--- config.mk ---
export PLATFORM = sky130hd
export DESIGN_NAME = wb_gpio_regs
export DESIGN_NICKNAME = d
export VERILOG_FILES = /design/src/iob_wb_pkg.sv /design/src/wb_gpio_regs.sv
export SDC_FILE = /design/constraint.sdc
export NUM_CORES = 1
export LEC_CHECK = 0
export BUFFER_PORTS_ARGS = -buffer_cell sky130_fd_sc_hd__buf_2
export CORE_UTILIZATION = 40
export DETAILED_ROUTE_END_ITERATION = 12
export PLACE_DENSITY = 0.66
export REMOVE_ABC_BUFFERS = 1
export SYNTH_ARGS = -nofsm -noshare
export SYNTH_HDL_FRONTEND = slang
export SYNTH_SLANG_ARGS = --single-unit
--- constraint.sdc ---
create_clock -name clk_i -period 2.19 [get_ports clk_i]
set_input_delay 0.219 -clock clk_i [delete_from_list [all_inputs] [get_ports clk_i]]
set_output_delay 0.219 -clock clk_i [all_outputs]
set_load 0.005 [all_outputs]
--- src/iob_wb_pkg.sv ---
// ##################################################
// word types, memory map and constants shared by the
// IOb to Wishbone subsystem, used as iob_wb_pkg::name
// ##################################################
`default_nettype none

package iob_wb_pkg;

  typedef logic [31:0] word_t;  // one bus word
  typedef logic [3:0]  strb_t;  // one bit per byte lane

  // target picked by the address decoder
  typedef enum logic [1:0] {
    SLV_SRAM = 2'd0,
    SLV_REGS = 2'd1,
    SLV_NONE = 2'd2
  } wb_slave_e;

  // memory map in byte addresses
  localparam word_t SRAM_BASE = 32'h0000_0000;
  localparam word_t REGS_BASE = 32'h0001_0000;
  localparam word_t REGS_SPAN = 32'd16;  // four words

  localparam word_t ID_VALUE = 32'h10B0_0B01;  // read only id word
  localparam word_t ERR_DATA = 32'hDEAD_BEEF;  // returned for unmapped reads

  // word offsets in the register window
  localparam logic [1:0] REG_ID      = 2'd0;
  localparam logic [1:0] REG_SCRATCH = 2'd1;
  localparam logic [1:0] REG_GPIO    = 2'd2;
  // offset 3 reads back the inverse of scratch

endpackage

`default_nettype wire
--- src/wb_gpio_regs.sv ---
// ##################################################
// Wishbone register bank: id, scratch and gpio output
// word, byte strobed writes, ack one cycle after stb
// ##################################################
`default_nettype none

module wb_gpio_regs (
  input  wire                     clk_i,
  input  wire                     arst_n_i,
  input  wire                     stb_i,
  input  wire                     we_i,
  input  wire  [1:0]              addr_i,  // word offset
  input  wire  iob_wb_pkg::strb_t sel_i,
  input  wire  iob_wb_pkg::word_t data_i,
  output logic                    ack_o,
  output iob_wb_pkg::word_t       data_o,
  output iob_wb_pkg::word_t       gpio_o
);

  localparam int LANES = $bits(iob_wb_pkg::strb_t);

  iob_wb_pkg::word_t scratch_q;
  iob_wb_pkg::word_t gpio_q;
  iob_wb_pkg::word_t rd_word;
  iob_wb_pkg::word_t rdata_q;
  logic              ack_q;
  logic              start;
  logic              wr_scratch;
  logic              wr_gpio;

  assign start      = stb_i & ~ack_q;
  assign wr_scratch = start & we_i & (addr_i == iob_wb_pkg::REG_SCRATCH);
  assign wr_gpio    = start & we_i & (addr_i == iob_wb_pkg::REG_GPIO);

  assign ack_o  = ack_q;
  assign data_o = rdata_q;
  assign gpio_o = gpio_q;

  always_comb begin
    case (addr_i)
      iob_wb_pkg::REG_ID:      rd_word = iob_wb_pkg::ID_VALUE;
      iob_wb_pkg::REG_SCRATCH: rd_word = scratch_q;
      iob_wb_pkg::REG_GPIO:    rd_word = gpio_q;
      default:                 rd_word = ~scratch_q;  // read only mirror
    endcase
  end

  always_ff @(posedge clk_i or negedge arst_n_i) begin
    if (!arst_n_i) begin
      ack_q     <= 1'b0;
      scratch_q <= '0;
      gpio_q    <= '0;
    end else begin
      ack_q <= start;
      for (int i = 0; i < LANES; i++) begin
        if (wr_scratch && sel_i[i]) begin
          scratch_q[8*i +: 8] <= data_i[8*i +: 8];
        end
        if (wr_gpio && sel_i[i]) begin
          gpio_q[8*i +: 8] <= data_i[8*i +: 8];
        end
      end
    end
  end

  always_ff @(posedge clk_i) begin
    if (start && !we_i) begin
      rdata_q <= rd_word;
    end
  end

endmodule

`default_nettype wire

* Yosys cells after proc, flatten, opt, wreduce, memory -nomap -nowiden
Cells that the tools add are included.
** Word-level totals
- Bits in registers :: 97
- Bits in latches :: 0
- RAM bits :: 0
- ROM bits :: 0
- Input port bits :: 42
- Output and inout bits :: 65
- Logic and storage cells :: 30
- Memories kept :: 0
** Cells by class
- Add/subtract/negate cells :: 0
- Multiply operators :: 0
- Divide/modulo/power cells :: 0
- $lt $le $gt $ge :: 0
- Equal/unequal tests :: 2
- Shift operators :: 0
- Mux-type cells :: 1
- Bitwise operators :: 6
- Reductions and logical operators :: 11
** Operators with widths (number)
- 32-bit case mux with 3 select lines :: 1
- 32-bit inverter :: 1
- 1-bit logical AND :: 9
- 1-bit AND :: 4
- 2-bit by 1-bit == test with 1-bit output, second input constant :: 1
- 2-bit == test, second input constant :: 1
- 2-bit logical NOT :: 1
- 1-bit logical NOT :: 1
- 1-bit inverter :: 1

* Depth between registers and ports, before layout
- Word-level depth :: 5
- Mapped depth :: 5
- Gate-level depth less buffers :: 3

* Least setup slack after synthesis
Ideal clock, no wire load.
- Path type :: reg-to-reg
- From :: register ack_q (netlist: ack_o)
- To :: register rdata_q[0] (netlist: data_o[0]), enable pin
- Library setup time :: 425 ps
- Arrival time :: 2006 ps
- Data required time :: 1765 ps
- Setup slack :: -242 ps
- Cell stages (with the launch flop) :: 3
- Path buffers :: 0
- Clock period less this slack :: 2432 ps
- Cell sequence :: dfrtp_1 -> nor2b_1 -> nor2b_1
** On the way
- Longest elaborated chain between the ends :: 3
** RTL lines
- start: declaration :: RTL line wb_gpio_regs.sv:26 : logic ack_q;
- start signal: assignment :: RTL line wb_gpio_regs.sv:54 : ack_q <= start;
- 1-bit inverter :: RTL line wb_gpio_regs.sv:31 : assign start = stb_i & ~ack_q;
- 1-bit AND :: RTL line wb_gpio_regs.sv:31
- via start :: RTL line wb_gpio_regs.sv:27 : logic start;
- 1-bit logical AND :: RTL line wb_gpio_regs.sv:67 : if (start && !we_i) begin
- end signal: assignment :: RTL line wb_gpio_regs.sv:68 : rdata_q <= rd_word;
- end: declaration :: RTL line wb_gpio_regs.sv:25 : iob_wb_pkg::word_t rdata_q;
The timed path passes the listed nets, and every way through them passes these cells.
A chain may end at the register's enable or synchronous reset.

* Worst setup path after layout
- From :: register ack_q (netlist: ack_o)
- To :: register gpio_q[17] (netlist: gpio_o[17])
** On the way
- Longest elaborated chain between the ends :: 5
** RTL lines
- 1-bit inverter :: RTL line wb_gpio_regs.sv:31
- 1-bit AND :: RTL line wb_gpio_regs.sv:31
- 1-bit AND (2 in a row) :: RTL line wb_gpio_regs.sv:33 : assign wr_gpio = start & we_i & (addr_i == iob_wb_pkg::REG_GPIO);
- 1-bit logical AND :: RTL line wb_gpio_regs.sv:59 : if (wr_gpio && sel_i[i]) begin
- end signal: indexed assignment :: RTL line wb_gpio_regs.sv:60 : gpio_q[8*i +: 8] <= data_i[8*i +: 8];
- end: declaration :: RTL line wb_gpio_regs.sv:23 : iob_wb_pkg::word_t gpio_q;
No other way between the ends.

==> key figures <==
Outcome
  • Outcome: complete, no violations

Global routing
  • Initial antenna violation count: 0
  • GRT overflow: 0
  • First-pass GRT wire length: 13510 µm
  • Vias in the first global route: 2572
  • Total GRT Usage: 17.59%
  • Largest net degree at the start of global routing: 33

Setup path
  • CP startpoint kind: flip-flop
  • Slowest stage cell, crit path: dfrtp_1
  • CP required: 2.42 ns
  • FF-to-FF End: gpio_o[17]
  • Critical path type: flip-flop to flip-flop
  • CP Data Arrival Time: 1.88 ns
  • CP endpoint kind: flip-flop
  • Reg2Reg Launch Point: ack_o
  • Critical Path Start: ack_o
  • Worst path cell trace: nand4b_1 > nor2_2 > mux2_2
  • Slowest stage delay, CP: 0.43 ns
  • Critical path fanouts, max: 8
  • Reg-to-reg slack, setup: 0.55 ns
  • Register-to-Register Path Depth: 3

Pwr
  • Internal Power: 3469 µW
  • Clk pwr share: 29.3%
  • Comb power frac: 17.9%
  • Sw Pwr: 1140 µW
  • VDD IR max: 0.4295 mV
  • Sw frac: 24.74%
  • PwrDens: 919.8 nW/µm²
  • Seq pwr share: 52.8%
  • Leakage power: 0.002260 µW

Finish
  • Non-Filler Instances: 510
  • Nets: 415
  • Area growth syn-to-layout: 22.48%
  • Commonest cells after routing, fill and taps aside: 106 x buf_2, 65 x dfrtp_1, 63 x mux2_2
  • N_diodes: 0
  • Most common cell after layout, fill and taps aside: buf_2
  • Post-layout util: 50.80%
  • # fillers: 849
  • Share of cells above drive strength 1: 52.79%

Hold path
  • HP Start: data_i[24]
  • WHS Endpoint: scratch_q[24]
  • Hold Crit Depth: 2
  • Hold Path Class: input pin to flip-flop

Floorplanning
  • Die Wd: 103.1 µm
  • Core area: 9864 µm²
  • Boundary Pins: 107
  • Chip height: 103.1 µm
  • Die Area: 10640 µm²
  • Starting density of the core: 41.48%
  • Row count: 36

CTS
  • Clk sinks: 97
  • Clk buf depth: 2
  • CTS HTree Levels: 3
  • Clk slew on worst S/H paths: 0.09 ns
  • Clk Latency, worst-skew pair: 0.35 ns
  • Root Buffer Master: clkbuf_8
  • Cts bufs inserted: 9
  • CTS tree: yes

Logic synthesis
  • Mean Syn Cell Area: 15.56 µm²
  • Synth cell types: 19
  • Post-Syn Area: 4091 µm²
  • Sequential fraction of the synthesis area: 63.24%
  • Yosys warnings: 0
  • Synthesized flop and latch total: 97
  • Cell count after synthesis: 263

Run
  • # Max-Cap Violations: 0

Route
  • # DRC: 0
  • Final ANT Viol Nets: 0
  • Post-DR vias/cell: 5.039
  • Pre-antenna DRT Iters: 4
  • Final wirelength: 8711 µm
  • DR iter-0 viols: 80
  • WL per Instance: 17.08 µm
  • Vias after detailed routing: 2570

Timing
  • Setup_tns: 0 ns
  • Worst slew pin tran: 1.199 ns
  • Hold Slack: 0.1011 ns
  • Final Hold Violating Endpoints: 0
  • Clk_skew: 0.01243 ns
  • Slew headroom: 19.73%
  • Final period util: 75.04%
  • Final Critical Period: 1.643 ns
  • Max frequency: 608.5 MHz
  • Setup ws final: 0.5467 ns
  • RSZ-0062 raised after global routing: false
  • Final setup fails: 0
  • Slew Viols, Final: 0

Placed design
  • Final RePlAce weighted congestion: 0.6896
  • Placed cells: 494
  • Post-Place Setup Slack: 0.4066 ns
  • HPWL Detailed: 5719 µm
  • IO buf count: 106
-- layer usage --
| layer | GRT usage [%] | wire length, µm | up-vias |
|---|---|---|---|
| li1 | - | - | 1170 |
| met1 | 23.54 | 4049 | 1299 |
| met2 | 28.31 | 4111 | 89 |
| met3 | 3.254 | 407 | 12 |
| met4 | 7.151 | 142 | 0 |
| met5 | 0 | 0 | - |
-- worst max-delay path: cells and delay by family, from the launching register on --
family	cells	cell delay, ns
simple gates	2	0.71
mux	1	0.39
flops	1	0.43
-- power groups by stage --
stage | registers (µW) | logic (µW) | clock network, µW
after floorplan | 2450 | 475 | 0
after global placement | 2460 | 810 | 0
after detailed placement | 2480 | 835 | 0
after CTS | 2440 | 838 | 1390
after global routing | 2480 | 925 | 1450
final | 2430 | 825 | 1350
-- Yosys cell counts (all sizes together) --
| cell type | n | share of area [%] |
|---|---|---|
| mux2 | 64 | 18 |
| nor2 | 16 | 2.7 |
| buf | 9 | 1.3 |
| xor2 | 24 | 5.1 |
| nor2b | 3 | 0.46 |
| dfrtp | 65 | 40 |
| nand4b | 4 | 0.86 |
| a21oi | 8 | 0.98 |
| nand2b | 2 | 0.49 |
| a22o | 24 | 5.1 |
| edfxtp | 32 | 23 |
| xnor2 | 8 | 1.7 |
| clkbuf | 4 | 0.37 |
-- through the flow --
step | total power [µW] | area, µm²
after floorplan | 2924 | 4023
after global placement | 3272 | 4767
after detailed placement | 3310 | 4767
after CTS | 4660 | 5011
after global routing | 4862 | 5011
final | 4609 | 5011
-- final cells by class --
class / instances / area (µm²) / area share [%]
clock buffers: 10 / 127.6 / 2.547
clock inverters: 5 / 106.4 / 2.122
multi-input cells: 153 / 1445 / 28.84
flip-flops and latches: 97 / 2587 / 51.64
well taps: 133 / 166.4 / 3.321
repair buffers: 112 / 578.1 / 11.54
-- repair_timing --
item	4_1_cts	5_1_grt
hold endpoints to repair	19	0
gates resized for setup	0	0
hold buffers	1	0
setup buffers	0	0
-- logic make-up (layout without fill, tap and decap cells) --
| family | Yosys count | after routing | share of synthesized area [%] |
|---|---|---|---|
| AOI/OAI and AO/OA | 32 | 32 | 6.116 |
| xor gates and xnor gates | 32 | 32 | 6.850 |
| buffers and inverters | 13 | 127 | 1.682 |
| DFF | 97 | 97 | 63.24 |
| muxes | 64 | 64 | 17.61 |
| and+or+nand+nor | 25 | 25 | 4.495 |
-- worst max-delay path by stage --
stage	end	slack (ns)	cells after the start
detailed placement	data_o[27]	0.41	3
floorplan	data_o[0]	-0.24	2
CTS	gpio_o[17]	0.54	3
global placement	data_o[15]	0.45	3
global route	gpio_o[19]	0.46	3
finish	gpio_o[17]	0.55	3
-- flip-flops by register name, summed over array words and instances, names as in the netlist --
signal	cells
data_o	32
ack_o	1
scratch_q	32
gpio_o	32
No activity file was read; power rests on OpenSTA's default activity.
