`config.mk`:
```
export PLATFORM = sky130hd
export DESIGN_NAME = iob_iob2wishbone
export DESIGN_NICKNAME = d
export VERILOG_FILES = /design/src/iob_wb_pkg.sv /design/src/iob_iob2wishbone.sv
export SDC_FILE = /design/constraint.sdc
export NUM_CORES = 1
export LEC_CHECK = 0
export BUFFER_PORTS_ARGS = -buffer_cell sky130_fd_sc_hd__buf_2
export CAP_MARGIN = 20
export CORE_ASPECT_RATIO = 1.4
export CORE_MARGIN = 2
export CORE_UTILIZATION = 42
export CTS_CLUSTER_SIZE = 28
export DETAILED_ROUTE_END_ITERATION = 7
export PLACE_DENSITY = 0.79
export SYNTH_ARGS = -nofsm -noshare
export SYNTH_HDL_FRONTEND = slang
export SYNTH_SLANG_ARGS = --single-unit
```
`constraint.sdc`:
```
create_clock -name clk_i -period 1.5 [get_ports clk_i]
set_input_delay 0.15 -clock clk_i [delete_from_list [all_inputs] [get_ports clk_i]]
set_output_delay 0.15 -clock clk_i [all_outputs]
set_load 0.1 [all_outputs]
```
`src/iob_wb_pkg.sv`:
```
// ##################################################
// word types, memory map and constants shared by the
// IOb to Wishbone subsystem, used as iob_wb_pkg::name
// ##################################################
`default_nettype none

package iob_wb_pkg;

  typedef logic [31:0] word_t;  // one bus word
  typedef logic [3:0]  strb_t;  // one bit per byte lane

  // target picked by the address decoder
  typedef enum logic [1:0] {
    SLV_SRAM = 2'd0,
    SLV_REGS = 2'd1,
    SLV_NONE = 2'd2
  } wb_slave_e;

  // memory map in byte addresses
  localparam word_t SRAM_BASE = 32'h0000_0000;
  localparam word_t REGS_BASE = 32'h0001_0000;
  localparam word_t REGS_SPAN = 32'd16;  // four words

  localparam word_t ID_VALUE = 32'h10B0_0B01;  // read only id word
  localparam word_t ERR_DATA = 32'hDEAD_BEEF;  // returned for unmapped reads

  // word offsets in the register window
  localparam logic [1:0] REG_ID      = 2'd0;
  localparam logic [1:0] REG_SCRATCH = 2'd1;
  localparam logic [1:0] REG_GPIO    = 2'd2;
  // offset 3 reads back the inverse of scratch

endpackage

`default_nettype wire
```
`src/iob_iob2wishbone.sv`:
```
// ##################################################
// IOb native bus to Wishbone classic bridge, one
// Wishbone cycle per accepted IOb request
// ##################################################
`default_nettype none

module iob_iob2wishbone #(
  parameter int ADDR_W     = 20,
  parameter int READ_BYTES = 4
) (
  input  wire                     clk_i,
  input  wire                     arst_n_i,

  // IOb side
  input  wire                     iob_valid_i,
  input  wire  [ADDR_W-1:0]       iob_addr_i,
  input  wire  iob_wb_pkg::word_t iob_wdata_i,
  input  wire  iob_wb_pkg::strb_t iob_wstrb_i,
  output logic                    iob_ready_o,
  output logic                    iob_rvalid_o,
  output iob_wb_pkg::word_t       iob_rdata_o,

  // Wishbone side
  output logic [ADDR_W-1:0]       wb_addr_o,
  output iob_wb_pkg::word_t       wb_data_o,
  output iob_wb_pkg::strb_t       wb_select_o,
  output logic                    wb_we_o,
  output logic                    wb_cyc_o,
  output logic                    wb_stb_o,
  input  wire                     wb_ack_i,
  input  wire  iob_wb_pkg::word_t wb_data_i
);

  localparam logic [7:0] RB_MASK = 8'((1 << READ_BYTES) - 1);

  logic              accept;
  logic              we_live;
  logic [7:0]        rd_sel;
  iob_wb_pkg::strb_t sel_live;

  // held copies of the request
  logic              valid_q;
  logic [ADDR_W-1:0] addr_q;
  iob_wb_pkg::word_t wdata_q;
  iob_wb_pkg::strb_t sel_q;
  logic              we_q;

  // registered response
  logic              ack_q;
  iob_wb_pkg::word_t rdata_q;

  assign accept   = iob_valid_i & iob_ready_o;
  assign we_live  = |iob_wstrb_i;  // zero strobe means read
  assign rd_sel   = RB_MASK << iob_addr_i[1:0];
  assign sel_live = we_live ? iob_wstrb_i : rd_sel[3:0];

  // live request in the accept cycle, held copy until ack
  assign wb_addr_o   = accept ? iob_addr_i : addr_q;
  assign wb_data_o   = accept ? iob_wdata_i : wdata_q;
  assign wb_select_o = accept ? sel_live : sel_q;
  assign wb_we_o     = accept ? we_live : we_q;
  assign wb_cyc_o    = accept | valid_q;
  assign wb_stb_o    = wb_cyc_o;

  assign iob_ready_o  = ~valid_q;
  assign iob_rvalid_o = ack_q & ~we_q;  // reads only
  assign iob_rdata_o  = rdata_q;

  always_ff @(posedge clk_i or negedge arst_n_i) begin
    if (!arst_n_i) begin
      valid_q <= 1'b0;
      ack_q   <= 1'b0;
    end else begin
      if (accept) begin
        valid_q <= 1'b1;
      end else if (wb_ack_i) begin
        valid_q <= 1'b0;
      end
      ack_q <= wb_ack_i;
    end
  end

  always_ff @(posedge clk_i) begin
    if (accept) begin
      addr_q  <= iob_addr_i;
      wdata_q <= iob_wdata_i;
      sel_q   <= sel_live;
      we_q    <= we_live;
    end
    if (wb_ack_i) begin
      rdata_q <= wb_data_i;  // shown with rvalid one cycle later
    end
  end

  // slaves only answer an open cycle
  ack_inside_cycle : assert property (
    @(posedge clk_i) disable iff (!arst_n_i)
    wb_ack_i |-> wb_cyc_o
  ) else $error("wishbone ack without cyc");

endmodule

`default_nettype wire

```
# After elaboration in Yosys (flattened, before gate mapping)
# Cells that the tools add are included.
# Widths: inputs -> output; s select.
word_totals:
  ff_bits: 91
  latch_bits: 0
  ramBits: 0
  romBits: 0
  in_bits: 92
  output_inout_bits: 93
  wordCells: 22
  memories: 0
classes:
  add_sub_neg: 0
  mul: 0
  div_mod_pow: 0
  order_cmp: 0
  n_eq_ne: 0
  n_shift: 1
  n_mux: 7
  bitwise: 5
  n_reduce_logical: 2
ops:
  columns: ["op", "count"]
  rows:
  - ["$mux 32", 1]
  - ["$mux 20", 1]
  - ["$mux 4", 2]
  - ["$reduce_or 4->1", 1]
  - ["$shl 4x2->4 const A", 1]
  - ["$mux 1", 3]
  - ["$and 1x1->1", 2]
  - ["$not 1->1", 2]
  - ["$reduce_bool 2->1", 1]
  - ["$or 1x1->1", 1]

# Logic depth before layout (Yosys ltp)
depth:
  word_depth: 3
  ltp_mapped: 5

# Worst setup path before layout
# OpenSTA, ideal clock, no wires.
synth_path:
  kind: "reg2reg"
  start: "reg valid_q"
  end: "reg sel_q[1]"
  t_arrival_ns: 3.085
  t_required_ns: 1.145
  path_slack_ns: -1.941
  path_stages_with_launch: 4
  path_buffers: 0
  path_cell_list: "dfrtp_1 > nand2b_1 > or3_4 > o21ai_0"
synth_via:
  elab_chain_len: 3
synth_lines:
  columns: ["item", "line_no", "source"]
  rows:
  - ["start: declaration", "iob_iob2wishbone.sv:42", "logic valid_q;"]
  - ["start signal: assignment", "iob_iob2wishbone.sv:71", "valid_q <= 1'b0;"]
  - ["start signal: assignment", "iob_iob2wishbone.sv:75", "valid_q <= 1'b1;"]
  - ["start signal: assignment", "iob_iob2wishbone.sv:77", "valid_q <= 1'b0;"]
  - ["$not 1->1", "iob_iob2wishbone.sv:65", "assign iob_ready_o = ~valid_q;"]
  - ["$and 1x1->1", "iob_iob2wishbone.sv:52", "assign accept = iob_valid_i & iob_ready_o;"]
  - ["$mux 4", null, null]
  - ["via wb_select_o[1]", "iob_iob2wishbone.sv:26", "output iob_wb_pkg::strb_t wb_select_o,"]
  - ["end signal: assignment", "iob_iob2wishbone.sv:87", "sel_q <= sel_live;"]
  - ["end: declaration", "iob_iob2wishbone.sv:45", "iob_wb_pkg::strb_t sel_q;"]
# The timed path passes the listed nets, and every way through them passes these cells.
# A chain may end at the register's enable or synchronous reset.

# Worst setup path in the final report
layout_path:
  start: "reg valid_q"
  end: "out wb_select_o[0]"
layout_via:
  elab_chain_len: 3
layout_lines:
  columns: ["item", "line_no"]
  rows:
  - ["$not 1->1", "iob_iob2wishbone.sv:65"]
  - ["$and 1x1->1", "iob_iob2wishbone.sv:52"]
  - ["$mux 4", null]
  - ["end: declaration", "iob_iob2wishbone.sv:26"]
# Every way passes these cells.

==> impl_results.md <==
* Post-DP HPWL at just under 7000 µm
* CTS tree: built
* Cells on worst reg2reg path at 7
* Worst Hold Class: primary input to flop
* Synth warn at 0
* Yosys reg bits at 91
* Crit-path cells: nand2b_4 -> or3_4 -> o31ai_4 -> buf_12
* WP data arrival at roughly 1.8 ns
* Via/cell ratio at 4.773
* Initial core utilization at 0.4278
* CP endpoint kind: primary output
* RR Startpoint: valid_q
* Initial antenna violation count at 0
* Outcome: complete, but fails checks
* Clock root buffer: clkbuf_8
* Max FO, Critical Path at 4
* I/O pin count at 185
* CTS buffer count at 9
* Cell variety after synth at 23
* Crit path max-delay cell type: or3_4
* Unrepaired setup endpoints after global routing: yes
* Fin crit share at 1.301
* Power density cells at 1878 nW/µm²
* Clk slew on worst S/H paths at around 0.090 ns
* Flop-to-flop setup slack at 0.06 ns
* Die height at 102.8 µm
* Worst Hold Path Cells at 3
* Post-DRT Antenna Nets at 0
* GPL Wtd Cong at 0.7289
* FILL cells at 289
* Clk sinks at 91
* Core area at 6847 µm²
* GR peak layer: met2
* Crit path from: valid_q
* Pin count of the biggest net entering global routing at 35
* Max Slew Vio Count at 0
* GRT Residual Overflow at 0
* Met2 usage at 0.5201
* Fin worst setup slack at -0.4517 ns
* Cell row count at 36
* WHS at 0.03775 ns
* Final Skew at 0.008730 ns
* Layout cells sized above 1 at 0.6120
* Startpoint Class: flop
* Kind of critical path: flop to primary output
* DRC errors left at 0
* Pre-antenna DRT Iters at 4
* Worst vdd ir at roughly 0.0014 V
* Die Span X at approximately 75 µm
* PortBufs at around 180
* Area Overhead vs Synth at 111.4%
* Worst-Skew Late Latency at approximately 0.34 ns
* 1st-iter DRT viols at between 100 and 150
* H-Tree Depth at 3
* Final hold vios at 0
* Die area at 7668 µm²
* Final core occ at 0.9044
* Max Clock Freq at 512.4 MHz
* Mapped Area at roughly 3000 µm²
* Final net count at a little over 600
* Met1 Track Usage GR at 0.2603
* Static Leak at 2.837 nW
* Vias in the first global route at between 3000 and 4000
* Routed via count at 2926
* Maxcap violations at 0
* Crit path capture: wb_select_o[0]
* Tot GR Track Use at 0.2695
* Worst Tran Pin Value at slightly above 0.5 ns
* CP peak stage delay at 0.43 ns
* Violations in the final reports: negative setup slack
* WL final at 11110 µm
* Fin crit period at just under 2 ns
* Slew margin rel. at 0.6620
* Post-Syn Instances at 280
* Endpoints failing setup at between 50 and 60
* Avg Cell Area, Syn at 10.46 µm²
* N_diodes at 0
* Global-route wire length before repair at 15230 µm
* Synthesized Nets at roughly 370
* Seq/Total Area, Yosys at 0.7347
* DR WL/cell at 18.13 µm
* Clk buf depth at 2
* GR Layer Usage met3 at 0.07527
* CP required at 1.35 ns
* Reg-to-Reg End: sel_q[3]
==> placed cells by master (no fill, tap or decap) <==
cell type        n
inv_6            2
o21a_1           1
nand2_1         67
clkinv_4         1
o31ai_4          1
nor2b_2          1
clkbuf_16        2
a21oi_2          1
mux2i_2          1
dfxtp_1         57
nor2b_4          1
buf_16           3
or3_1            1
nor2_1           4
clkinv_2         1
nand2b_4         1
and2_1           1
o21ai_4          1
edfxtp_1        32
nand2_4         50
or2_4            1
or3_4            1
dfrtp_1          2
buf_4            5
buf_2          124
bufinv_16        2
buf_6            4
dlygate4sd3_1   33
mux2i_1          1
a21boi_0         1
clkinvlp_4       1
clkbuf_8         9
inv_1            1
o22ai_4          1
buf_12          64
nand2_2         39
==> registers in the layout, summed over array words and instances, names as in the netlist <==
signal,flops
we_q,1
sel_q,4
addr_q,20
valid_q,1
wdata_q,32
ack_q,1
iob_rdata_o,32
==> final cells by class <==
cell class                 count  area [µm²]  area share
clock inverter                 7       98.84     0.01596
tap                           95       118.9     0.01920
clock buffer                   9       123.9     0.02000
inverter                       1       3.754   0.0006062
multi-input combinational    175        1247      0.2015
sequential                    91        2152      0.3475
timing repair buffer         235        2447      0.3952
==> critical path, delay by kind of cell (launching register included) <==
family                 cells  cell delay [ns]
DFF                        1             0.41
AOI/OAI and AO/OA          1             0.25
buffers and inverters      1             0.21
and+or+nand+nor            2             0.59
==> kinds of logic (layout without fill, tap and decap cells) <==
family | after synthesis | count (layout) | synth area share
AND/OR/NAND/NOR | 167 | 167 | 0.2217
AO/OA/AOI/OAI | 6 | 6 | 0.01495
multiplexers | 2 | 2 | 0.006835
buffers and inverters | 14 | 252 | 0.02179
flip-flops | 91 | 91 | 0.7347
==> Yosys cell counts (all sizes together) <==
| cell | number | area [µm²] |
|---|---|---|
| and2 | 1 | 6.260 |
| or3 | 2 | 17.52 |
| a21boi | 1 | 7.510 |
| mux2i | 2 | 20.02 |
| a21oi | 1 | 5.000 |
| o31ai | 1 | 12.51 |
| dfrtp | 2 | 50.05 |
| inv | 1 | 3.750 |
| nor2b | 2 | 12.51 |
| o22ai | 1 | 6.260 |
| nand2b | 1 | 6.260 |
| dfxtp | 57 | 1141 |
| o21ai | 1 | 5.000 |
| nand2 | 156 | 585.6 |
| clkbuf | 1 | 3.750 |
| or2 | 1 | 6.260 |
| nor2 | 4 | 15.01 |
| buf | 12 | 56.31 |
| o21a | 1 | 7.510 |
| edfxtp | 32 | 960.9 |
==> worst min-delay path by stage <==
stage               startpoint     endpoint  slack [ns]
2_1_floorplan         arst_n_i        ack_q       -0.15
3_3_place_gp          arst_n_i        ack_q       -0.06
3_5_place_dp          arst_n_i        ack_q       -0.06
4_1_cts         iob_addr_i[19]   addr_q[19]        0.01
5_1_grt        iob_wdata_i[17]  wdata_q[17]        0.04
6_report       iob_wdata_i[29]  wdata_q[29]        0.04
==> stage by stage <==
step	worst slack, ns	power, mW	instances	TNS [ns]	instance area, µm²
final	-0.4517	11.63	613	-20.20	6192
after global routing	-0.5303	11.94	613	-24.51	6192
after CTS	-0.4472	11.52	610	-20.61	6062
after detailed placement	-0.1589	9.513	555	-0.5097	5290
after global placement	-0.1416	9.400	555	-0.4130	5290
after floorplan	-0.5109	7.361	280	-2.636	3357
==> repair_timing <==
| action | in CTS | in global routing |
|---|---|---|
| gates resized for setup | 34 | 25 |
| pin swaps | 1 | 2 |
| hold buffers | 33 | 0 |
| cloned | 3 | 2 |
| endpoints found under the setup margin | 60 | 59 |
| hold endpoints to repair | 34 | 0 |
| buffers inserted | 3 | 1 |
==> metal layers <==
layer	wire (µm)	vias to the layer above
li1	-	1350
met1	3605	1394
met2	6396	156
met3	774	26
met4	337	0
met5	0	-
==> where the power goes <==
part	switching [mW]	internal [mW]
logic	4.49	2.14
registers	0.138	3.01
clock network	0.894	0.952
total	5.53	6.10
(Power assumes the default switching activity.)
