## src/iob_wb_pkg.sv

```systemverilog
// ##################################################
// word types, memory map and constants shared by the
// IOb to Wishbone subsystem, used as iob_wb_pkg::name
// ##################################################
`default_nettype none

package iob_wb_pkg;

  typedef logic [31:0] word_t;  // one bus word
  typedef logic [3:0]  strb_t;  // one bit per byte lane

  // target picked by the address decoder
  typedef enum logic [1:0] {
    SLV_SRAM = 2'd0,
    SLV_REGS = 2'd1,
    SLV_NONE = 2'd2
  } wb_slave_e;

  // memory map in byte addresses
  localparam word_t SRAM_BASE = 32'h0000_0000;
  localparam word_t REGS_BASE = 32'h0001_0000;
  localparam word_t REGS_SPAN = 32'd16;  // four words

  localparam word_t ID_VALUE = 32'h10B0_0B01;  // read only id word
  localparam word_t ERR_DATA = 32'hDEAD_BEEF;  // returned for unmapped reads

  // word offsets in the register window
  localparam logic [1:0] REG_ID      = 2'd0;
  localparam logic [1:0] REG_SCRATCH = 2'd1;
  localparam logic [1:0] REG_GPIO    = 2'd2;
  // offset 3 reads back the inverse of scratch

endpackage

`default_nettype wire
```

## src/wb_decoder.sv

```systemverilog
// ##################################################
// Wishbone address decoder for the SRAM and register
// slaves, acks unmapped addresses with an error word
// ##################################################
`default_nettype none

module wb_decoder #(
  parameter int ADDR_W     = 20,
  parameter int SRAM_DEPTH = 256
) (
  input  wire                     clk_i,
  input  wire                     arst_n_i,
  input  wire  [ADDR_W-1:0]       wb_addr_i,
  input  wire                     wb_cyc_i,
  input  wire                     wb_stb_i,

  output logic                    sram_stb_o,
  output logic                    regs_stb_o,
  input  wire                     sram_ack_i,
  input  wire  iob_wb_pkg::word_t sram_data_i,
  input  wire                     regs_ack_i,
  input  wire  iob_wb_pkg::word_t regs_data_i,

  output logic                    wb_ack_o,
  output iob_wb_pkg::word_t       wb_data_o
);

  localparam iob_wb_pkg::word_t SRAM_SPAN = 32'(SRAM_DEPTH * 4);  // bytes

  iob_wb_pkg::word_t     addr_ext;
  iob_wb_pkg::wb_slave_e slave;
  logic                  req;
  logic                  err_ack_q;

  assign addr_ext = 32'(wb_addr_i);
  assign req      = wb_cyc_i & wb_stb_i;

  // an address below a base wraps to a large unsigned offset
  always_comb begin
    if ((addr_ext - iob_wb_pkg::SRAM_BASE) < SRAM_SPAN) begin
      slave = iob_wb_pkg::SLV_SRAM;
    end else if ((addr_ext - iob_wb_pkg::REGS_BASE) < iob_wb_pkg::REGS_SPAN) begin
      slave = iob_wb_pkg::SLV_REGS;
    end else begin
      slave = iob_wb_pkg::SLV_NONE;
    end
  end

  assign sram_stb_o = req & (slave == iob_wb_pkg::SLV_SRAM);
  assign regs_stb_o = req & (slave == iob_wb_pkg::SLV_REGS);

  // own single cycle ack for unmapped addresses
  always_ff @(posedge clk_i or negedge arst_n_i) begin
    if (!arst_n_i) begin
      err_ack_q <= 1'b0;
    end else begin
      err_ack_q <= req & (slave == iob_wb_pkg::SLV_NONE) & ~err_ack_q;
    end
  end

  always_comb begin
    case (slave)
      iob_wb_pkg::SLV_SRAM: begin
        wb_ack_o  = sram_ack_i;
        wb_data_o = sram_data_i;
      end
      iob_wb_pkg::SLV_REGS: begin
        wb_ack_o  = regs_ack_i;
        wb_data_o = regs_data_i;
      end
      default: begin
        wb_ack_o  = err_ack_q;
        wb_data_o = iob_wb_pkg::ERR_DATA;
      end
    endcase
  end

  // at most one responder acks in any cycle
  one_slave_acks : assert property (
    @(posedge clk_i) disable iff (!arst_n_i)
    $onehot0({sram_ack_i, regs_ack_i, err_ack_q})
  ) else $error("more than one slave ack");

endmodule

`default_nettype wire

```

## config.mk

```make
export PLATFORM = sky130hd
export DESIGN_NAME = wb_decoder
export DESIGN_NICKNAME = d
export VERILOG_FILES = /design/src/iob_wb_pkg.sv /design/src/wb_decoder.sv
export SDC_FILE = /design/constraint.sdc
export NUM_CORES = 1
export LEC_CHECK = 0
export ABC_CLOCK_PERIOD_IN_PS = 1200
export BUFFER_PORTS_ARGS = -buffer_cell sky130_fd_sc_hd__buf_2
export CAP_MARGIN = 10
export CORE_MARGIN = 2
export CORE_UTILIZATION = 22
export CTS_BUF_LIST = sky130_fd_sc_hd__clkbuf_4 sky130_fd_sc_hd__clkbuf_8 sky130_fd_sc_hd__clkbuf_16
export CTS_CLUSTER_SIZE = 8
export DETAILED_ROUTE_END_ITERATION = 8
export PLACE_DENSITY = 0.76
export SYNTH_ARGS = -nofsm -noshare
export SYNTH_HDL_FRONTEND = slang
export SYNTH_SLANG_ARGS = --single-unit
```

## constraint.sdc

```tcl
create_clock -name clk_i -period 1.2 [get_ports clk_i]
set_input_delay 0.06 -clock clk_i [delete_from_list [all_inputs] [get_ports clk_i]]
set_output_delay 0.06 -clock clk_i [all_outputs]
set_load 0.02 [all_outputs]
```

* Yosys cells after proc, flatten, opt, wreduce, memory -nomap -nowiden
Index checks and enable logic that the tools add are counted.
** Storage, ports and cells
- Logic and storage cells :: 17
- Flip-flop bits (word level) :: 1
- Bits of input ports :: 90
- Output and inout port bits :: 35
** Cells by class
- Eq/ne operators :: 2
- Muxes and demuxes :: 4
- $add $sub $neg :: 1
- $lt $le $gt $ge :: 2
- Bitwise gates (word level) :: 6
- Reduce and logical (&&, ||, !) cells :: 1
** Operators by type and width (number)
- case mux 32 bit (2 select lines) :: 1
- less-than comparator 32 x 5 -> 1 bit (second input constant) :: 1
- subtractor 20 x 17 -> 21 bit (second input constant) :: 1
- less-than comparator 20 x 11 -> 1 bit (second input constant) :: 1
- AND 1 bit :: 5
- 2-to-1 mux 2 bit :: 2
- equality test 2 x 1 -> 1 bit (second input constant) :: 1
- equality test 2 bit (second input constant) :: 1
- logical NOT 2 bit :: 1
- case mux 1 bit (2 select lines) :: 1
- inverter 1 bit :: 1

* Depth between registers and ports, before layout
Gate-level depths: netlist of the first run.
- Word-level depth :: 7
- Mapped depth :: 6
- Depth with buffers taken out :: 4

* Worst setup path before layout of the first run
Ideal clock, no wire load.
- Path type :: input to output
- Start :: input wb_addr_i[15]
- End :: output sram_stb_o
- Path buffers :: 2
- Stages :: 6
- Path slack :: -48 ps
- Arrival :: 1188 ps
- Cell sequence :: nor4_4 > and3_4 > nand2b_2 > buf_6 > buf_8 > nor2_1
** Between the ends
- Cells in the longest elaborated chain, start to end :: 6
- Elaborated cells between the ends (all ways) :: 7
** RTL lines
- start: declaration :: line wb_decoder.sv:13 : input wire [ADDR_W-1:0] wb_addr_i,
- subtractor 20 x 17 -> 21 bit :: line wb_decoder.sv:42 : end else if ((addr_ext - iob_wb_pkg::REGS_BASE) < iob_wb_pkg::REGS_SPAN) begin
- less-than comparator 32 x 5 -> 1 bit :: line wb_decoder.sv:42
- 2-to-1 mux 2 bit :: line wb_decoder.sv:42
- 2-to-1 mux 2 bit * :: line wb_decoder.sv:40 : if ((addr_ext - iob_wb_pkg::SRAM_BASE) < SRAM_SPAN) begin
- logical NOT 2 bit * :: line wb_decoder.sv:49 : assign sram_stb_o = req & (slave == iob_wb_pkg::SLV_SRAM);
- AND 1 bit * :: line wb_decoder.sv:49
- end: declaration :: line wb_decoder.sv:17 : output logic sram_stb_o,
Every way passes the cells marked *; elsewhere a longest branch is shown, timed or not.

* Worst setup path in the final report of the first run
- Start :: input wb_addr_i[14]
- End :: output wb_data_o[0]
** Between the ends
- Cells in the longest elaborated chain, start to end :: 6
- Elaborated cells between the ends (all ways) :: 8
** RTL lines
- subtractor 20 x 17 -> 21 bit :: line wb_decoder.sv:42
- less-than comparator 32 x 5 -> 1 bit :: line wb_decoder.sv:42
- 2-to-1 mux 2 bit :: line wb_decoder.sv:42
- 2-to-1 mux 2 bit * :: line wb_decoder.sv:40
- equality test 2 x 1 -> 1 bit or logical NOT 2 bit (tied branches) :: line wb_decoder.sv:62 : case (slave)
- case mux 32 bit (2 select lines) * :: line wb_decoder.sv:62
- end: declaration :: line wb_decoder.sv:25 : output iob_wb_pkg::word_t wb_data_o
Marked as above.

==> out/summary.txt, run 1 <==
Largest regs: err_ack_q: 1 flops
ANT nets after route: 0
# rows: 17
Setup crit start kind: primary input
total die area: 2839 µm²
RR Startpoint: err_ack_q
DP HPWL: 2.253 mm
syn_area_per_cell: 8.480 µm²
Total Power: 239.1 µW
initial antenna violation count: 0
Cell variety after synth: 22
Gate Count Post-Synth: 63
worst endpoint required time: 1140 ps
sequential share of the synthesized area: 4.684%
total wire length: 2.973 mm
vias in the first global route: 911
Diodes inserted: 0
crit path kind: primary input to output port
Worst Path Arrival: 1350 ps
Area contributors post-synth: o22a_1 (31%), a22o_1 (13%), o22a_2 (9.4%)
Die W: 53.28 µm
CTS clock-pin slew for the worst setup and hold paths: 0 ps
combined area of the multi-input logic cells: 508.0 µm²
Pre-antenna DRT Iters: 4
clk_lat worst skew: 0 ps
Die Y: 53.28 µm
P_leak: 0.6707 nW
EDFF count, synth: 0
max reg flops: 1
relative slew slack: 83.93%
reg2reg setup slack: 540 ps
Synth top area share: 31.15%
global-route wire length before repair: 3.926 mm
most flop-heavy register: err_ack_q
Mapped Area: 534.3 µm²
run status: finished, violations left
Ports: 125
RSZ-0062 raised after global routing: true
DRC: 0
Worst Slack Setup Final: -208.9 ps
share of layout cells above drive strength 1: 86.70%
Tcrit/Tclk final: 117.4%
VDD IR max: 0.2257 mV
Via Count: 1,065
Slew @ Worst Pin: 239.2 ps
largest fanout on the critical path: 12
Layout area overhead: 161.4%
Slew Viols, Final: 0
#FFs+latches synth: 1
violated checks: setup timing
fmax: 709.8 MHz
total core area: 2255 µm²
synthesis warning total: 0
Hold Worst Slack: 365.1 ps
cell with the most instances after synthesis: o22a_1
reg2reg end: err_ack_q
post-layout min period: 1409 ps
Storage cell area: 25.02 µm²
initial DRC count: 6
global route total overflow: 0
Worst Setup End Kind: output port
DR vias/cell: 4.931
Final setup viols: 35
largest net degree at the start of global routing: 26
Hold Path Class: primary input to asynchronous set/reset pin
final-stage net count: 280
synth cell count leaders: o22a_1 (19), a22o_1 (8), nor2_1 (7), o22a_2 (5), buf_6 (3)
# port buffers: 120
filler instances: 223
GRT Total Usage: 18.26%
Final Hold Viols: 0
clock skew: 0 ps
initial core utilization: 23.70%
ys async rst share: 100.0%
P per Cell Area: 171.2 nW/µm²
routability cong.: 0.7511
area leader, netlist: o22a_1
wire per inst: 13.76 µm
Syn Nets: 153
R2R cell count: 1
Synth Flop Type: dfrtp_1
Max Cap Viol: 0
## area by class of cell
type,instances,share of cell area (%)
multi-input cells,57,36.38
flip-flops and latches,1,1.792
well taps,28,2.509
repair buffers,130,59.32
## cells by family after synthesis
kind of cell	Yosys count	share of synthesized area [%]
simple gates	21	24.59
flops	1	4.683
compound gates	35	57.38
buf+inv	6	13.35
## where the power goes
| part | internal, mW | switching [mW] |
|---|---|---|
| sequential | 0.0362 | 0.00161 |
| combinational | 0.127 | 0.0745 |
| clock | 0 | 0 |
## critical path, stage by stage
cell,delay [ps]
buf_6,100
nor4_4,290
and3_4,260
nand3_4,100
clkbuf_16,190
o22a_2,200
buf_2,150
## cell usage in the layout (no fill, tap or decap), drive strengths merged, types with 2 or more instances in the layout
cell type / n
a22o: 8
and3: 4
buf: 128
nand2: 2
nand3: 3
nor2: 7
nor3: 2
nor4: 2
o22a: 24
## through the flow
step	area, µm²	instances	util, %	setup TNS [ps]	setup WS [ps]
floorplan	570.5	63	-	-120.8	-6.786
global placement	1205	211	53.44	-6142	-211.8
detailed placement	1205	211	53.44	-6586	-226.6
CTS	1314	215	58.27	-4956	-188.7
global route	1396	216	61.93	-9048	-292.1
finish	1396	216	61.93	-6024	-208.9
## metal layers
layer,vias to the layer above,share of wire (%),GRT usage (%)
met1,458,35,19.23
met5,-,0,0
met2,80,53,38.89
li1,525,-,-
met4,0,0.71,1.282
met3,2,12,1.695
## what timing repair did
item                                    CTS  global route
gates resized for setup                  22            16
hold buffers                              1             0
buffers inserted                          2             0
endpoints found under the setup margin   35            36
pin swaps                                 3             3
endpoints found under the hold margin     1             0
gates cloned                              1             1
## worst max-delay path by stage
stage	endpoint	cells after the start	startpoint	slack, ps
4_1_cts	wb_data_o[9]	7	wb_addr_i[13]	-190
3_5_place_dp	wb_data_o[9]	7	wb_addr_i[15]	-230
3_3_place_gp	wb_data_o[9]	7	wb_addr_i[15]	-210
2_1_floorplan	wb_data_o[10]	6	wb_addr_i[15]	-7
6_report	wb_data_o[0]	7	wb_addr_i[14]	-210
5_1_grt	wb_data_o[27]	7	wb_addr_i[14]	-290
Note: power is estimated with default switching activity, not from simulation.
==> run 2, diff against run 1 <==
Settings changed: CELL_PAD_IN_SITES_DETAIL_PLACEMENT set to 1, CELL_PAD_IN_SITES_GLOBAL_PLACEMENT set to 1, CORE_UTILIZATION 22 to 12, PLACE_DENSITY 0.76 to 0.78.
==> run 2 against run 1 <==
  * The run still ends with setup timing left
  * Final area grew 2.1%
  * Worst hold slack better by 35 ps
  * Wire length shrank 0.74%
  * Fmax up 1.9%
  * Highest routed layer is now met3
==> out/summary.txt, run 2 (synthesis gave the netlist of run 1 again) <==
run status: finished, violations left
violated checks: setup timing
Diodes inserted: 0
combinational share of power: 83.9%
# port buffers: 120
Worst Setup End Kind: output port
Layout area overhead: 166.7%
clock skew: 0 ps
RSZ-0062 raised after global routing: true
P_sw: 74.18 µW
pre-CTS WS: -198.2 ps
initial core utilization: 12.36%
most common cell after layout, fill and taps aside: buf_2
Final setup viols: 35
Die W: 70.73 µm
fmax: 723.5 MHz
Pint: 162.2 µW
largest net degree at the start of global routing: 26
Worst Slack Setup Final: -182.2 ps
worst endpoint required time: 1140 ps
final-stage net count: 278
Hold Path Class: primary input to asynchronous set/reset pin
total core area: 4324 µm²
post-layout min period: 1382 ps
Worst path depth: 7
P_leak: 0.6546 nW
Setup crit start kind: primary input
ANT nets after route: 0
GRT Total Usage: 10.79%
CP max stage cell: nor4_4
Final Hold Viols: 0
Max Cap Viol: 0
cell area after layout: 1425 µm²
wire per inst: 12.40 µm
routability cong.: 0.6955
Slew Viols, Final: 0
Worst Path Arrival: 1320 ps
initial DRC count: 15
Die Y: 70.73 µm
Pre-antenna DRT Iters: 4
total wire length: 2.951 mm
commonest non-fill, non-tap cells in the layout: buf_2 (97), o22a_2 (23), buf_6 (15)
initial antenna violation count: 0
P per Cell Area: 165.8 nW/µm²
Ports: 125
Total Power: 236.3 µW
Slew @ Worst Pin: 231.9 ps
WL met2: 1.547 mm
Worst path max stage delay: 280 ps
DR vias/cell: 4.466
Via Count: 1,063
DRC: 0
share of layout cells above drive strength 1: 87.10%
# rows: 24
VDD IR max: 0.1309 mV
Cell Chain, Critical Path: buf_6 -> nor4_4 -> and3_4 -> nand2b_2 -> buf_12 -> o22a_4 -> buf_4
met3 wire len: 317 µm
Clock power frac: 0%
crit path kind: primary input to output port
most flop-heavy register: err_ack_q
vias in the first global route: 1,038
relative slew slack: 84.39%
CTS clock-pin slew for the worst setup and hold paths: 0 ps
Tcrit/Tclk final: 115.2%
Switching Fraction: 31.39%
largest fanout on the critical path: 25
global route total overflow: 0
largest delay contributor family on the critical path: simple AND/OR/NAND/NOR gates
DR top layer: met3
total die area: 5002 µm²
DP HPWL: 2.436 mm
Largest regs: err_ack_q: 1 flops
max reg flops: 1
CP Buf/Inv Count: 3
R2R cell count: 1
power share of the sequential group: 16.1%
global-route wire length before repair: 4.685 mm
clk_lat worst skew: 0 ps
met1 WL: 1.085 mm
placed cell area: 1235 µm²
[run 2: repair_timing]
| action | CTS | global route |
|---|---|---|
| cloned | 1 | 0 |
| setup endpoints to repair | 35 | 36 |
| setup buffers | 1 | 1 |
| resized for setup | 32 | 14 |
| pin swaps | 6 | 5 |
| hold buffers | 1 | 0 |
| endpoints found under the hold margin | 1 | 0 |
[run 2: final cells by class]
cell class	count	area (µm²)
Fill cell	537	2899
Multi-Input combinational cell	57	533.0
Sequential cell	1	25.02
Tap cell	52	65.06
Timing Repair Buffer	128	802.0
[run 2: power by group through the flow]
stage | Combinational [mW] | Sequential [mW] | Clock, mW
5_1_grt | 0.219 | 0.0381 | 0
2_1_floorplan | 0.0266 | 0.0373 | 0
6_report | 0.198 | 0.0380 | 0
3_3_place_gp | 0.174 | 0.0377 | 0
4_1_cts | 0.196 | 0.0379 | 0
3_5_place_dp | 0.179 | 0.0379 | 0
[run 2: through the flow]
step / TNS, ps / hold WS (ps) / cells / utilization, %
after floorplan: -120.8 / -235.6 / 63 / -
after global placement: -5455 / -165.0 / 235 / 28.56
after detailed placement: -6197 / -163.0 / 235 / 28.56
after CTS: -5377 / 392.5 / 238 / 31.80
after global routing: -7304 / 420.8 / 238 / 32.96
final: -5007 / 399.6 / 238 / 32.96
[run 2: final timing paths]
check / from / end / slack, ps
worst max register to register: err_ack_q / err_ack_q / 550
worst max-delay path: wb_addr_i[15] / wb_data_o[7] / -180
min in group clk_i: regs_data_i[15] / wb_data_o[15] / 420
worst min register to register: err_ack_q / err_ack_q / 480
max in group asynchronous: arst_n_i / err_ack_q / 720
worst min-delay path: arst_n_i / err_ack_q / 400
[run 2: metal layers]
metal  vias up  track usage (%)
met5         -                0
met4         0                0
met3         0            2.422
met2        67            21.08
met1       480            12.67
li1        516                -
==> run 3, diff against run 2 <==
Settings changed: REMOVE_ABC_BUFFERS set to 1.
==> run 3 against run 2 <==
  * The run still ends with setup timing left
  * Clock skew did not move
  * Total power fell by 1.6%
  * Worst setup slack got worse by 6.9 ps
  * Final area fell by 7.6%
  * Sequential power barely moved
  * Final cell count did not move
  * Global-route usage rose by 0.62 points
  * Register-to-register slack barely moved
  * Die area did not move
  * Largest cell class unchanged
  * Largest power group unchanged
  * Highest routed layer unchanged
==> out/summary.txt, run 3 (synthesis gave the netlist of run 1 again) <==
run status: finished, violations left
violated checks: setup timing
reg2reg end: err_ack_q
Worst Path Arrival: 1330 ps
filler instances: 568
Total Power: 232.5 µW
total core area: 4324 µm²
cell area after layout: 1316 µm²
worst endpoint required time: 1140 ps
P per Cell Area: 176.6 nW/µm²
DR vias/cell: 4.403
RR Startpoint: err_ack_q
CP most frequent cell: buf_6
wire per inst: 13.29 µm
initial core utilization: 12.36%
fmax: 719.9 MHz
clock skew: 0 ps
combined area of the multi-input logic cells: 469.2 µm²
ANT nets after route: 0
Slew Viols, Final: 0
initial antenna violation count: 0
Hold Path Class: primary input to asynchronous set/reset pin
Ports: 125
GRT Total Usage: 11.41%
post-layout util: 30.44%
largest fanout on the critical path: 25
Worst Setup End Kind: output port
Largest regs: err_ack_q: 1 flops
Layout area overhead: 146.4%
largest delay contributor family on the critical path: simple AND/OR/NAND/NOR gates
DP HPWL: 2.601 mm
Via Count: 1,048
Worst path max stage delay: 270 ps
Die Y: 70.73 µm
max reg flops: 1
clk_lat worst skew: 0 ps
routability cong.: 0.6869
DRC: 0
Final setup viols: 35
Final Hold Viols: 0
VDD IR max: 0.1151 mV
Tcrit/Tclk final: 115.8%
Hold Worst Slack: 385.4 ps
total wire length: 3.164 mm
Diodes inserted: 0
P_leak: 0.6263 nW
share of layout cells above drive strength 1: 76.34%
crit path kind: primary input to output port
CTS clock-pin slew for the worst setup and hold paths: 0 ps
most flop-heavy register: err_ack_q
vias in the first global route: 1,069
CP Buf/Inv Count: 3
RSZ-0062 raised after global routing: true
largest net degree at the start of global routing: 26
Storage cell area: 25.02 µm²
Slew @ Worst Pin: 287.0 ps
global route total overflow: 0
CP max stage cell: nor4_4
relative slew slack: 80.69%
pre-CTS WS: -233.8 ps
post-layout min period: 1389 ps
placed cell area: 1191 µm²
Setup crit start kind: primary input
most common cell after layout, fill and taps aside: buf_2
R2R cell count: 1
commonest non-fill, non-tap cells in the layout: buf_2 (106), o22a_1 (19), buf_4 (10)
final-stage net count: 278
Cell Chain, Critical Path: buf_6 -> nor4_4 -> and3_4 -> nand2b_2 -> buf_12 -> o22a_1 -> buf_6
# rows: 24
Pre-antenna DRT Iters: 2
Die W: 70.73 µm
total die area: 5002 µm²
# port buffers: 120
Worst Slack Setup Final: -189.1 ps
Max Cap Viol: 0
initial DRC count: 4
global-route wire length before repair: 4.940 mm
reg2reg setup slack: 550 ps
==> run 3: changes by cell type in the layout (fill, tap and decap cells not counted), moves of 3 or more <==
cell and delta:
buf_6 -6, buf_2 +9, buf_4 -3, o22a_2 -18
o22a_1 +19
==> run 3: stage by stage <==
step	setup TNS (ps)	cells
after detailed placement	-5542	234
after global placement	-4937	234
after global routing	-8228	238
final	-4932	238
after CTS	-5049	238
after floorplan	-2367	57
==> run 3: worst max-delay path by stage <==
| stage | startpoint | endpoint | cells after the start |
|---|---|---|---|
| after floorplan | wb_addr_i[15] | regs_stb_o | 4 |
| after global placement | wb_addr_i[15] | wb_data_o[10] | 7 |
| after detailed placement | wb_addr_i[15] | wb_data_o[10] | 7 |
| after CTS | wb_addr_i[15] | wb_data_o[10] | 7 |
| after global routing | wb_addr_i[15] | wb_data_o[10] | 7 |
| final | wb_addr_i[15] | wb_data_o[10] | 7 |
==> run 3: layout make-up <==
class | instances | area share (%)
well taps | 52 | 4.943
multi-input cells | 57 | 35.65
repair buffers | 128 | 57.51
flip-flops and latches | 1 | 1.901
==> run 3: power by group <==
part	internal [mW]	switching (mW)
combinational	0.124	0.0704
clock	0	0
sequential	0.0362	0.00190
total	0.160	0.0723
==> run 3: timing repair <==
item / 4_1_cts / 5_1_grt
resized for setup: 24 / 3
pin swaps: 7 / 0
hold endpoints to repair: 1 / 0
hold buffers: 1 / 0
setup endpoints to repair: 35 / 36
buffers inserted: 2 / 0
cloned: 1 / 0
==> run 3: metal layers <==
metal	vias up	track usage, %	routed length [µm]
met5	-	0	0
met4	0	0	0
met3	0	2.137	317
met2	69	21.08	1575
met1	464	14.64	1271
li1	515	-	-
